**config.mk**
```make
export PLATFORM = sky130hd
export DESIGN_NAME = shape_rotate_top
export DESIGN_NICKNAME = d
export VERILOG_FILES = /design/src/hdl/shape_pkg.sv /design/src/hdl/debounce.sv /design/src/hdl/rotate_xy.sv /design/src/hdl/draw_line.sv /design/src/hdl/draw_triangle.sv /design/src/hdl/shape_sequencer.sv /design/src/hdl/shape_rotate_top.sv
export VERILOG_INCLUDE_DIRS = /design/src /design/src/include
export SDC_FILE = /design/constraint.sdc
export NUM_CORES = 2
export LEC_CHECK = 0
export BUFFER_PORTS_ARGS = -buffer_cell sky130_fd_sc_hd__buf_4
export CAP_MARGIN = 20
export CORE_MARGIN = 5
export CORE_UTILIZATION = 50
export CTS_BUF_LIST = sky130_fd_sc_hd__clkbuf_8
export CTS_CLUSTER_SIZE = 30
export DETAILED_ROUTE_END_ITERATION = 10
export GPL_TIMING_DRIVEN = 1
export PLACE_DENSITY = 0.74
export SKIP_LAST_GASP = 1
export SYNTH_ARGS = -nofsm -noshare
export SYNTH_HDL_FRONTEND = slang
export SYNTH_SLANG_ARGS = --single-unit
export TNS_END_PERCENT = 50
```
**constraint.sdc**
```tcl
create_clock -name clk_100m -period 8.7 [get_ports clk_100m]
set_input_delay 2.175 -clock clk_100m [delete_from_list [all_inputs] [get_ports clk_100m]]
set_output_delay 2.175 -clock clk_100m [all_outputs]
set_load 0.005 [all_outputs]
```
**src/include/sine_table.svh**
```systemverilog
/* Quarter-wave sine, 256*sin(k*2*pi/256) rounded to nearest for k = 0..64.
   Included inside a module body; other quadrants come from symmetry. */

`ifndef SINE_TABLE_SVH
`define SINE_TABLE_SVH

localparam logic [8:0] SINE_TABLE [0:64] = '{
      9'd0,   9'd6,  9'd13,  9'd19,  9'd25,  9'd31,  9'd38,  9'd44,
     9'd50,  9'd56,  9'd62,  9'd68,  9'd74,  9'd80,  9'd86,  9'd92,
     9'd98, 9'd104, 9'd109, 9'd115, 9'd121, 9'd126, 9'd132, 9'd137,
    9'd142, 9'd147, 9'd152, 9'd157, 9'd162, 9'd167, 9'd172, 9'd177,
    9'd181, 9'd185, 9'd190, 9'd194, 9'd198, 9'd202, 9'd206, 9'd209,
    9'd213, 9'd216, 9'd220, 9'd223, 9'd226, 9'd229, 9'd231, 9'd234,
    9'd237, 9'd239, 9'd241, 9'd243, 9'd245, 9'd247, 9'd248, 9'd250,
    9'd251, 9'd252, 9'd253, 9'd254, 9'd255, 9'd255, 9'd256, 9'd256,
    9'd256
};

`endif

```
**src/hdl/shape_pkg.sv**
```systemverilog
/* Shared types and constants for the rotating triangle.
   Vertices are relative to the triangle origin, the offset puts that origin
   in the middle of a 320x180 framebuffer. */

package shape_pkg;

    // coordinates
    localparam int CORDW = 16;
    typedef logic signed [CORDW-1:0] coord_t;

    // angles, 256 steps per turn
    localparam int ANGLEW = 8;
    typedef logic [ANGLEW-1:0] angle_t;

    localparam int SINE_FRAC = 8;            // sine is scaled by 256

    localparam angle_t ANGLE_STEP = 8'd2;    // per button release

    // unrotated triangle
    localparam coord_t V0_X = 16'sd0;
    localparam coord_t V0_Y = -16'sd40;
    localparam coord_t V1_X = -16'sd30;
    localparam coord_t V1_Y = 16'sd20;
    localparam coord_t V2_X = 16'sd45;
    localparam coord_t V2_Y = 16'sd70;

    // applied after rotation
    localparam coord_t OFFS_X = 16'sd160;
    localparam coord_t OFFS_Y = 16'sd90;

endpackage

```
**src/hdl/debounce.sv**
```systemverilog
/* Button filter: a new level needs DEBOUNCE_CYCLES equal samples in a row.
   release_pulse fires one cycle after a 1-to-0 change is accepted. */

`timescale 1ns/1ps

module debounce #(
    parameter int DEBOUNCE_CYCLES = 100000
) (
    input  logic clk_100m,
    input  logic rst_n,
    input  logic btn,
    output logic level,
    output logic release_pulse
);

    localparam int CNTW = $clog2(DEBOUNCE_CYCLES + 1);

    logic            btn_meta, btn_sync;  // two-flop synchronizer
    logic [CNTW-1:0] cnt;
    logic            level_q;

    always_ff @(posedge clk_100m or negedge rst_n) begin
        if (!rst_n) begin
            btn_meta      <= 1'b0;
            btn_sync      <= 1'b0;
            cnt           <= '0;
            level         <= 1'b0;
            level_q       <= 1'b0;
            release_pulse <= 1'b0;
        end else begin
            btn_meta <= btn;
            btn_sync <= btn_meta;
            level_q  <= level;
            release_pulse <= level_q && !level;
            if (btn_sync == level) begin
                cnt <= '0;  // glitch gone, start over
            end else if (cnt == CNTW'(DEBOUNCE_CYCLES - 1)) begin
                level <= btn_sync;
                cnt   <= '0;
            end else begin
                cnt <= cnt + 1'b1;
            end
        end
    end

endmodule

```
**src/hdl/rotate_xy.sv**
```systemverilog
/* Rotates (xi, yi) about the origin, 4-cycle pipeline from start to done.
   Results are floored after the multiply and only valid while done is high.
   Accepts no new start until the current result is out. */

`timescale 1ns/1ps

module rotate_xy (
    input  logic               clk_100m,
    input  logic               rst_n,
    input  logic               start,
    input  shape_pkg::angle_t  angle,
    input  shape_pkg::coord_t  xi,
    input  shape_pkg::coord_t  yi,
    output shape_pkg::coord_t  x,
    output shape_pkg::coord_t  y,
    output logic               done
);

    `include "sine_table.svh"

    localparam int SINW  = 10;                        // +-256 signed
    localparam int PRODW = shape_pkg::CORDW + SINW;
    localparam int SUMW  = PRODW + 1;

    // signed sine from the quarter table
    function automatic logic signed [SINW-1:0] sin_of(input shape_pkg::angle_t a);
        logic [6:0] idx;
        logic [8:0] mag;
        idx = {1'b0, a[5:0]};
        mag = a[6] ? SINE_TABLE[7'd64 - idx] : SINE_TABLE[idx];  // mirror in q1, q3
        sin_of = a[7] ? -$signed({1'b0, mag}) : $signed({1'b0, mag});
    endfunction

    logic [2:0]             vld;  // stage valid flags
    shape_pkg::coord_t      xs, ys;
    logic signed [SINW-1:0] sin_r, cos_r;
    logic signed [PRODW-1:0] p_xc, p_ys, p_xs, p_yc;
    logic signed [SUMW-1:0]  sum_x, sum_y;

    always_ff @(posedge clk_100m or negedge rst_n) begin
        if (!rst_n) begin
            vld  <= '0;
            done <= 1'b0;
        end else begin
            vld  <= {vld[1:0], start};
            done <= vld[2];
        end
    end

    always_ff @(posedge clk_100m) begin
        // stage 1 latch operands and trig values
        xs    <= xi;
        ys    <= yi;
        sin_r <= sin_of(angle);
        cos_r <= sin_of(shape_pkg::angle_t'(angle + 8'd64));
        // stage 2
        p_xc <= xs * cos_r;
        p_ys <= ys * sin_r;
        p_xs <= xs * sin_r;
        p_yc <= ys * cos_r;
        // stage 3
        sum_x <= p_xc - p_ys;
        sum_y <= p_xs + p_yc;
        // stage 4 drop the fraction, rounds toward minus infinity
        x <= shape_pkg::coord_t'(sum_x >>> shape_pkg::SINE_FRAC);
        y <= shape_pkg::coord_t'(sum_y >>> shape_pkg::SINE_FRAC);
    end

    // caller must wait for done before the next start
    assert property (@(posedge clk_100m) disable iff (!rst_n)
        start |-> !(|vld) && !done);

endmodule

```
**src/hdl/draw_line.sv**
```systemverilog
/* Bresenham line walker, all octants, both endpoints drawn.
   One cycle of setup after start, then one pixel per cycle with oe high.
   Endpoints are sampled at start. */

`timescale 1ns/1ps

module draw_line (
    input  logic              clk_100m,
    input  logic              rst_n,
    input  logic              start,
    input  logic              oe,
    input  shape_pkg::coord_t x0,
    input  shape_pkg::coord_t y0,
    input  shape_pkg::coord_t x1,
    input  shape_pkg::coord_t y1,
    output shape_pkg::coord_t x,
    output shape_pkg::coord_t y,
    output logic              drawing,
    output logic              done
);

    localparam int ERRW = shape_pkg::CORDW + 3;

    typedef enum logic {IDLE, DRAW} state_t;
    state_t state;

    shape_pkg::coord_t      xe, ye;
    logic signed [ERRW-1:0] dx_in, dy_in;
    logic signed [ERRW-1:0] dx, dy;       // dy kept negative
    logic signed [ERRW-1:0] err, e2;
    logic                   x_neg, y_neg;
    logic                   step_x, step_y;
    logic                   last;

    always_comb begin
        dx_in  = x1 - x0;
        dy_in  = y1 - y0;
        e2     = err <<< 1;
        step_x = (e2 >= dy);
        step_y = (e2 <= dx);
        last   = (x == xe) && (y == ye);
    end

    assign drawing = (state == DRAW) && oe;

    always_ff @(posedge clk_100m or negedge rst_n) begin
        if (!rst_n) begin
            state <= IDLE;
            done  <= 1'b0;
        end else begin
            done <= 1'b0;
            case (state)
                IDLE: if (start) state <= DRAW;
                DRAW: if (oe && last) begin
                    state <= IDLE;
                    done  <= 1'b1;
                end
                default: state <= IDLE;
            endcase
        end
    end

    always_ff @(posedge clk_100m) begin
        if (state == IDLE && start) begin  // setup
            x     <= x0;
            y     <= y0;
            xe    <= x1;
            ye    <= y1;
            x_neg <= dx_in < 0;
            y_neg <= dy_in < 0;
            dx    <= (dx_in < 0) ? -dx_in : dx_in;
            dy    <= (dy_in < 0) ? dy_in : -dy_in;
            err   <= ((dx_in < 0) ? -dx_in : dx_in) + ((dy_in < 0) ? dy_in : -dy_in);
        end else if (drawing && !last) begin
            err <= err + (step_x ? dy : '0) + (step_y ? dx : '0);
            if (step_x) x <= x_neg ? x - 1'b1 : x + 1'b1;
            if (step_y) y <= y_neg ? y - 1'b1 : y + 1'b1;
        end
    end

    assert property (@(posedge clk_100m) disable iff (!rst_n)
        start |-> state == IDLE);

    // back-pressure must not move the walker
    assert property (@(posedge clk_100m) disable iff (!rst_n)
        (state == DRAW && !oe) |=> $stable(x) && $stable(y));

endmodule

```
**src/hdl/draw_triangle.sv**
```systemverilog
/* Triangle outline through one line walker: v0-v1, v1-v2, v2-v0.
   Corners are drawn twice. Vertices must stay put until done. */

`timescale 1ns/1ps

module draw_triangle (
    input  logic              clk_100m,
    input  logic              rst_n,
    input  logic              start,
    input  logic              oe,
    input  shape_pkg::coord_t x0,
    input  shape_pkg::coord_t y0,
    input  shape_pkg::coord_t x1,
    input  shape_pkg::coord_t y1,
    input  shape_pkg::coord_t x2,
    input  shape_pkg::coord_t y2,
    output shape_pkg::coord_t x,
    output shape_pkg::coord_t y,
    output logic              drawing,
    output logic              done
);

    typedef enum logic [1:0] {IDLE, EDGE0, EDGE1, EDGE2} state_t;
    state_t state;

    logic              line_start, line_done;
    shape_pkg::coord_t lx0, ly0, lx1, ly1;

    // endpoints of the current edge
    always_comb begin
        case (state)
            EDGE1: begin
                lx0 = x1; ly0 = y1;
                lx1 = x2; ly1 = y2;
            end
            EDGE2: begin
                lx0 = x2; ly0 = y2;
                lx1 = x0; ly1 = y0;
            end
            default: begin
                lx0 = x0; ly0 = y0;
                lx1 = x1; ly1 = y1;
            end
        endcase
    end

    always_ff @(posedge clk_100m or negedge rst_n) begin
        if (!rst_n) begin
            state      <= IDLE;
            line_start <= 1'b0;
            done       <= 1'b0;
        end else begin
            line_start <= 1'b0;
            done       <= 1'b0;
            case (state)
                IDLE: if (start) begin
                    state      <= EDGE0;
                    line_start <= 1'b1;
                end
                EDGE0: if (line_done) begin
                    state      <= EDGE1;
                    line_start <= 1'b1;
                end
                EDGE1: if (line_done) begin
                    state      <= EDGE2;
                    line_start <= 1'b1;
                end
                EDGE2: if (line_done) begin
                    state <= IDLE;
                    done  <= 1'b1;
                end
                default: state <= IDLE;
            endcase
        end
    end

    draw_line draw_line_inst (
        .clk_100m (clk_100m),
        .rst_n    (rst_n),
        .start    (line_start),
        .oe       (oe),
        .x0       (lx0),
        .y0       (ly0),
        .x1       (lx1),
        .y1       (ly1),
        .x        (x),
        .y        (y),
        .drawing  (drawing),
        .done     (line_done)
    );

    assert property (@(posedge clk_100m) disable iff (!rst_n)
        start |-> state == IDLE);

endmodule

```
**src/hdl/shape_sequencer.sv**
```systemverilog
/* Angle register and per-frame control: rotate three vertices, translate,
   draw. frame_start is ignored until the previous frame is finished. */

`timescale 1ns/1ps

module shape_sequencer (
    input  logic              clk_100m,
    input  logic              rst_n,
    input  logic              frame_start,
    input  logic              inc_pulse,
    input  logic              dec_pulse,
    output logic              rot_start,
    output shape_pkg::angle_t rot_angle,
    output shape_pkg::coord_t rot_xi,
    output shape_pkg::coord_t rot_yi,
    input  shape_pkg::coord_t rot_x,
    input  shape_pkg::coord_t rot_y,
    input  logic              rot_done,
    output logic              draw_start,
    output shape_pkg::coord_t vx0,
    output shape_pkg::coord_t vy0,
    output shape_pkg::coord_t vx1,
    output shape_pkg::coord_t vy1,
    output shape_pkg::coord_t vx2,
    output shape_pkg::coord_t vy2,
    input  logic              draw_done,
    output logic              shape_done
);

    typedef enum logic [2:0] {IDLE, ROT0, ROT1, ROT2, DRAW, DONE} state_t;
    state_t state;

    shape_pkg::angle_t angle;

    assign shape_done = (state == DONE);

    always_ff @(posedge clk_100m or negedge rst_n) begin
        if (!rst_n) begin
            angle      <= '0;
            state      <= IDLE;
            rot_start  <= 1'b0;
            draw_start <= 1'b0;
        end else begin
            if (inc_pulse) angle <= angle + shape_pkg::ANGLE_STEP;  // inc wins
            else if (dec_pulse) angle <= angle - shape_pkg::ANGLE_STEP;

            rot_start  <= 1'b0;
            draw_start <= 1'b0;
            case (state)
                IDLE: if (frame_start) begin
                    state     <= ROT0;
                    rot_start <= 1'b1;
                end
                ROT0: if (rot_done) begin
                    state     <= ROT1;
                    rot_start <= 1'b1;
                end
                ROT1: if (rot_done) begin
                    state     <= ROT2;
                    rot_start <= 1'b1;
                end
                ROT2: if (rot_done) begin
                    state      <= DRAW;
                    draw_start <= 1'b1;
                end
                DRAW: if (draw_done) state <= DONE;
                default: state <= IDLE;  // DONE
            endcase
        end
    end

    // vertex feed and translated results
    always_ff @(posedge clk_100m) begin
        case (state)
            IDLE: if (frame_start) begin
                rot_angle <= angle;  // held for the whole frame
                rot_xi    <= shape_pkg::V0_X;
                rot_yi    <= shape_pkg::V0_Y;
            end
            ROT0: if (rot_done) begin
                vx0    <= rot_x + shape_pkg::OFFS_X;
                vy0    <= rot_y + shape_pkg::OFFS_Y;
                rot_xi <= shape_pkg::V1_X;
                rot_yi <= shape_pkg::V1_Y;
            end
            ROT1: if (rot_done) begin
                vx1    <= rot_x + shape_pkg::OFFS_X;
                vy1    <= rot_y + shape_pkg::OFFS_Y;
                rot_xi <= shape_pkg::V2_X;
                rot_yi <= shape_pkg::V2_Y;
            end
            ROT2: if (rot_done) begin
                vx2 <= rot_x + shape_pkg::OFFS_X;
                vy2 <= rot_y + shape_pkg::OFFS_Y;
            end
            default: ;
        endcase
    end

endmodule

```
**src/hdl/shape_rotate_top.sv**
```systemverilog
/* Rotating triangle outline as a stream of pixel writes.
   pix_we is only high while fb_busy is low, and no pixel is lost or repeated.
   DEBOUNCE_CYCLES sets the button filter length in clk_100m cycles. */

`timescale 1ns/1ps

module shape_rotate_top #(
    parameter int DEBOUNCE_CYCLES = 100000
) (
    input  logic              clk_100m,
    input  logic              rst_n,
    input  logic              frame_start,
    input  logic              btn_inc,
    input  logic              btn_dec,
    input  logic              fb_busy,
    output logic              pix_we,
    output shape_pkg::coord_t pix_x,
    output shape_pkg::coord_t pix_y,
    output logic              shape_done
);

    logic              inc_pulse, dec_pulse;
    logic              rot_start, rot_done, draw_start, draw_done;
    shape_pkg::angle_t rot_angle;
    shape_pkg::coord_t rot_xi, rot_yi, rot_x, rot_y;
    shape_pkg::coord_t vx0, vy0, vx1, vy1, vx2, vy2;

    debounce #(.DEBOUNCE_CYCLES(DEBOUNCE_CYCLES)) deb_inc_inst (
        .clk_100m (clk_100m), .rst_n (rst_n), .btn (btn_inc),
        .level (), .release_pulse (inc_pulse)
    );

    debounce #(.DEBOUNCE_CYCLES(DEBOUNCE_CYCLES)) deb_dec_inst (
        .clk_100m (clk_100m), .rst_n (rst_n), .btn (btn_dec),
        .level (), .release_pulse (dec_pulse)
    );

    shape_sequencer shape_sequencer_inst (
        .clk_100m (clk_100m), .rst_n (rst_n), .frame_start (frame_start),
        .inc_pulse (inc_pulse), .dec_pulse (dec_pulse),
        .rot_start (rot_start), .rot_angle (rot_angle),
        .rot_xi (rot_xi), .rot_yi (rot_yi), .rot_x (rot_x), .rot_y (rot_y),
        .rot_done (rot_done), .draw_start (draw_start),
        .vx0 (vx0), .vy0 (vy0), .vx1 (vx1), .vy1 (vy1), .vx2 (vx2), .vy2 (vy2),
        .draw_done (draw_done), .shape_done (shape_done)
    );

    rotate_xy rotate_xy_inst (
        .clk_100m (clk_100m), .rst_n (rst_n), .start (rot_start),
        .angle (rot_angle), .xi (rot_xi), .yi (rot_yi),
        .x (rot_x), .y (rot_y), .done (rot_done)
    );

    draw_triangle draw_triangle_inst (
        .clk_100m (clk_100m), .rst_n (rst_n), .start (draw_start),
        .oe (!fb_busy),  // walk only while the framebuffer accepts writes
        .x0 (vx0), .y0 (vy0), .x1 (vx1), .y1 (vy1), .x2 (vx2), .y2 (vy2),
        .x (pix_x), .y (pix_y), .drawing (pix_we), .done (draw_done)
    );

endmodule

```
Word-level counts from Yosys, hierarchy flattened
Memories as Yosys holds them, arrays and structs flattened.
Index checks and enable logic that the tools add are counted.
{ "word_totals": {"memories": 4, "register_bits": 554, "romBits": 4608, "output_inout_bits": 34, "inputBits": 6} }
{ "op_classes": {"n_addsub": 24, "mul": 4, "eq_ne": 23, "n_lt_le_gt_ge": 8, "bitwise_logic": 7, "mux": 68, "n_reduce_logical": 31} }
{ "memory_table": {"columns": ["name", "words", "word_bits", "read_ports", "rd_clocked_by_memory_dff", "wr", "line", "text"], "rows": [
  ["(no name shown)", 128, 9, 1, 0, 0, "rotate_xy.sv:30", "mag = a[6] ? SINE_TABLE[7'd64 - idx] : SINE_TABLE[idx];"],
  ["(no name shown)", 128, 9, 1, 0, 0, "rotate_xy.sv:30", null],
  ["(no name shown)", 128, 9, 1, 0, 0, "rotate_xy.sv:30", null],
  ["(no name shown)", 128, 9, 1, 0, 0, "rotate_xy.sv:30", null]
]} }
{ "ops": {"columns": ["op", "count"], "rows": [
  ["16-bit two-way mux", 14],
  ["16-bit case mux with 2 select lines", 4],
  ["19-bit two-way mux", 6],
  ["9-bit two-way mux", 12],
  ["16-bit by 10-bit multiplier with 24-bit output", 4],
  ["16-bit case mux with 3 select lines", 2],
  ["17-bit two-way mux", 4],
  ["19-bit adder", 3],
  ["17-bit negation with 19-bit output", 2],
  ["17-bit by 1-bit adder with 17-bit output (second input constant)", 2],
  ["17-bit equality test (second input constant)", 2],
  ["17-bit by 1-bit < comparator with 1-bit output (second input constant)", 2],
  ["16-bit by 16-bit subtractor with 17-bit output", 2],
  ["16-bit by 1-bit adder with 16-bit output (second input constant)", 2],
  ["16-bit equality test", 2],
  ["8-bit greater-or-equal comparator (second input constant)", 4],
  ["16-bit by 1-bit subtractor with 16-bit output (second input constant)", 2],
  ["24-bit adder", 1],
  ["24-bit subtractor", 1],
  ["9-bit negation with 10-bit output", 2],
  ["19-bit greater-or-equal comparator", 1],
  ["19-bit less-or-equal comparator", 1],
  ["16-bit by 8-bit adder with 16-bit output (second input constant)", 1],
  ["16-bit by 9-bit adder with 16-bit output (second input constant)", 1],
  ["32 further kinds", 88]
]} }

Logic depth before layout (Yosys ltp)
{ "logic_depth": {"word_depth": 9, "mapped_depth": 29, "depth_no_buf": 27} }

Hierarchy
Synthesis repeated with hierarchy kept, for this count alone.
{ "hier_totals": {"hier_cells": 5385, "hier_area_um2": 50139.3} }
{ "modules_own_cells": {"columns": ["mod", "area_each_um2", "seq_area_each_um2", "n_inst", "cells_each"], "rows": [
  ["rotate_xy", 30533.0, 4344.2, 1, 3408],
  ["draw_line", 11232.0, 3713.6, 1, 1207],
  ["shape_sequencer", 4653.2, 3573.4, 1, 273],
  ["debounce", 1041.0, 550.5, 2, 94],
  ["draw_triangle", 1635.3, 100.1, 1, 308],
  ["shape_rotate_top", 3.8, 0.0, 1, 1]
]} }

Worst setup path after synthesis
OpenSTA, ideal clock, no wires.
{ "synth_path": {"path_type": "register to register", "start": "register draw_triangle_inst.state[0]", "end": "register draw_triangle_inst.draw_line_inst.err[16] (data pin)", "t_required_ns": 8.429, "path_slack_ns": 2.000, "n_path_buf": 2, "t_arrival_ns": 6.428, "synth_period_minus_slack_ns": 6.700, "path_stages_with_launch": 29, "setup_time_ns": 0.271, "path_cell_list": "dfrtp_1 > inv_1 > ha_1 > nor2_1 > clkbuf_1 > clkbuf_1 > a21oi_1 > ha_1 > fa_1 > nand2b_1 > a21bo_1 > a2111o_1 > a21o_1 > a21oi_1 > clkinv_1 > nor2_1 > a21oi_1 > fa_1 > a21o_1 > a21oi_1 > o21ai_0 > and2_1 > o41a_1 > a211o_1 > nor4_1 > o31ai_1 > a41o_1 > mux2i_1 > o211ai_1"} }
{ "synth_via": {"elab_chain_cells": 7, "elab_cells_between_ends": 16, "classes_between": "5 x add/sub; 2 x order compare; 2 x eq/ne; 7 x mux"} }
{ "synth_lines": {"columns": ["element", "line", "text"], "rows": [
  ["start, declared", "draw_triangle.sv:24", "state_t state;"],
  ["start signal, assigned", "draw_triangle.sv:49", "state <= IDLE;"],
  ["start signal, assigned", "draw_triangle.sv:57", "state <= EDGE0;"],
  ["start signal, assigned", "draw_triangle.sv:61", "state <= EDGE1;"],
  ["2-bit equality test", "draw_triangle.sv:31", "case (state)"],
  ["16-bit case mux with 2 select lines", "draw_triangle.sv:31", null],
  ["16-bit by 16-bit subtractor with 17-bit output (*)", "draw_line.sv:37", "dy_in = y1 - y0;"],
  ["net draw_triangle_inst.draw_line_inst.dy_in[16]", "draw_line.sv:28", "logic signed [ERRW-1:0] dx_in, dy_in;"],
  ["17-bit negation with 19-bit output or 17-bit by 1-bit < comparator with 1-bit output (tied branches)", "draw_line.sv:73", "err <= ((dx_in < 0) ? -dx_in : dx_in) + ((dy_in < 0) ? dy_in : -dy_in);"],
  ["19-bit two-way mux (*)", "draw_line.sv:73", null],
  ["19-bit adder (*)", "draw_line.sv:73", null],
  ["19-bit two-way mux (*)", "draw_line.sv:64", "if (state == IDLE && start) begin"],
  ["end signal, assigned", "draw_line.sv:73", null],
  ["end signal, assigned", "draw_line.sv:75", "err <= err + (step_x ? dy : '0) + (step_y ? dx : '0);"],
  ["end, declared", "draw_line.sv:30", "logic signed [ERRW-1:0] err, e2;"]
]} }
The timed path passes the listed nets; every way through them passes the cells marked *.
A chain may end at the register's enable or synchronous reset.

Worst setup path in the final report
Same ends and word-level chain as after synthesis.

==> metrics.txt <==
status completed; most common cell after layout, fill and taps aside inv_1; Final min period 7440 ps; io pins 40; register area share after synthesis 0.329; Worst EP arrival between 7000 and 8000 ps; Pins Over Slew Limit 0; Synthesis Warnings 0; Top cell by count, worst path a21oi_1; Req. time, crit path 9110 ps; power density over cell area 170 mW/mm^2; critical path class register to register; Crit Path Max Fanout 36; Max Clock Freq 134 MHz; TritonCTS clock tree done; CP Launch Type register; CP endpoint kind register; Die X approximately 280 microns; Psw 2190 uW; drt pass-1 iters 7; vias in the first global route ~26000; via count 25300; fin crit share 0.856; clock skew after layout 41.8 ps; initial antenna violation count 1; Worst-Margin Slew 1000 ps; max-cap viol count 0; GRT Resource Usage Total 0.200; multi-input logic area roughly 0.023 sq mm; via/cell ratio approximately 5.4; Top FF cell, synth edfxtp_1; Syn Inst Count 3581; layout cells sized above 1 0.0613; Post-DP HPWL 62700 microns; wire per inst between 15 and 20 microns; switching portion of total power 0.319; Antenna Nets Post-Route 0; Area growth, synth to finish 8.49%; NumNets Final 4376; clk buf depth 3; Synth Register Bits 479; mapped cell area roughly 0.037 sq mm; synth top area cells edfxtp_1 (19%), fa_1 (16%), ha_1 (14%), dfxtp_1 (9.8%), xnor2_1 (5.0%); Post-synth EDFFs 231; asr flop ratio synth 0.138; CTS clock-pin slew for the worst setup and hold paths 60 ps; Rel. slew slack 0.330; drt total wl 78600 microns; Root Buffer clkbuf_8; Finish-stage setup viols 0; Final Wtd Congestion ~0.95; CTS sink count between 400 and 500; most frequent cells in the layout inv_1 (448), ha_1 (421), fa_1 (298); CTS Buf Count 84; P_int 4680 uW; Reg area 0.0122 sq mm; slowest CP cell ha_2; Yosys top cell by area edfxtp_1; VDD IR max 0.000139 V; Initial Utilization 0.502; endpoints failing hold 0; DRC 0; # H-tree levels 3; Pleak 0.0191 uW; filler instances 6380; Clock power frac 0.318; Hold Path Class register to register; Seq pwr share 0.387; die area 0.0799 sq mm; Crit path largest cell delay 570 ps; Final Core Density 0.545; syn_area_per_cell 10.4 sq um; core box area roughly 0.074 sq mm; largest net degree at the start of global routing 78; later-pin clock latency in the skew report 680 ps; CTS resizes 0; GR Overflow Total 0; CTS hold repair buffers 0; die height 283 microns; Setup Buffers After CTS 0; share of the synthesized area in the top cell type 0.186; final setup TNS 0 ps; RSZ-0062 raised after global routing no; first-pass GRT wire length between 100000 and 150000 microns; Iteration-0 DRC Markers 1477; number of buffers added on ports 39; post-synthesis cell type count 98; Std-Cell Rows 100; combinational power share 0.294
==> synth_stat cells, drive strengths merged, types with 40 or more instances <==
cell type / n
nor2: 243
clkbuf: 59
fa: 298
a21o: 52
and2: 103
ha: 423
xor2: 84
nor3: 40
o21ai: 124
dfrtp: 66
a21oi: 218
xnor2: 211
nand2: 205
edfxtp: 231
nand3: 48
inv: 428
dfxtp: 182
==> cells by family after synthesis <==
kind of cell | after synthesis | share of synthesized area
muxes | 34 | 0.0102
and+or+nand+nor | 838 | 0.111
xor gates and xnor gates | 296 | 0.0701
buffers and inverters | 502 | 0.0509
AOI/OAI and AO/OA | 710 | 0.126
adders and majority gates | 721 | 0.303
other | 1 | 0.000101
DFF | 479 | 0.329
==> flip-flops by register name, summed over array words and instances (netlist names), 17 cells and up <==
signal and count:
rotate_xy_inst.p_ys 22, rotate_xy_inst.p_xc 23, draw_triangle_inst.draw_line_inst.dy 19, deb_dec_inst.cnt 17, rotate_xy_inst.p_yc 23, deb_inc_inst.cnt 17, draw_triangle_inst.draw_line_inst.dx 19, draw_triangle_inst.draw_line_inst.err 18
rotate_xy_inst.p_xs 24
==> power groups by stage <==
stage               Sequential, uW  Combinational, uW  Clock [uW]
finish                        2660               2020        2190
global route                  2670               2290        2360
CTS                           2660               2020        2250
detailed placement            2710               2000           0
global placement              2710               1950           0
floorplan                     2680               1500           0
==> final timing paths <==
path	start	to	slack [ps]	depth (start not counted)
max	draw_triangle_inst.state[0]	draw_triangle_inst.draw_line_inst.err[16]	1260	28
min	rotate_xy_inst.sum_y[21]	rotate_xy_inst.y[13]	290	0
max reg2reg	draw_triangle_inst.state[0]	draw_triangle_inst.draw_line_inst.err[16]	1260	28
min reg2reg	rotate_xy_inst.sum_y[21]	rotate_xy_inst.y[13]	290	0
max in group asynchronous	rst_n	shape_sequencer_inst.draw_start	6510	1
min in group asynchronous	rst_n	shape_sequencer_inst.state[0]	1620	1
==> layout make-up <==
cell class              instances  share of cell area
flip-flops and latches        479               0.303
inverters                     431              0.0402
diodes                          1           0.0000620
well taps                     969              0.0300
clock buffers                  99              0.0338
multi-input cells            2603               0.573
repair buffers                 50             0.00930
clock inverters                57              0.0110
==> routing by layer <==
metal	vias up	GRT usage	part of all wire
li1	12500	-	-
met1	12200	0.264	0.44
met2	542	0.342	0.48
met3	178	0.0270	0.039
met4	0	0.0702	0.036
met5	-	0	0
==> metrics by stage <==
stage / instances / power, uW / hold WS [ps] / cell area [sq um] / worst slack [ps]
global placement: 4532 / 4660 / 311 / 38500 / 1450
floorplan: 3584 / 4180 / 310 / 37200 / 2000
finish: 4689 / 6870 / 292 / 40400 / 1260
CTS: 4688 / 6940 / 287 / 40300 / 1300
global route: 4689 / 7320 / 290 / 40400 / 570
detailed placement: 4532 / 4710 / 312 / 38500 / 1300
==> critical path: cells and delay by family, from the launching register on <==
kind,cells,cell delay (ps)
simple gates,4,730
flops,1,440
buf+inv,4,1050
mux,1,150
fa+ha+maj,4,1740
compound gates,15,3080
No activity file was read; power rests on OpenSTA's default activity.
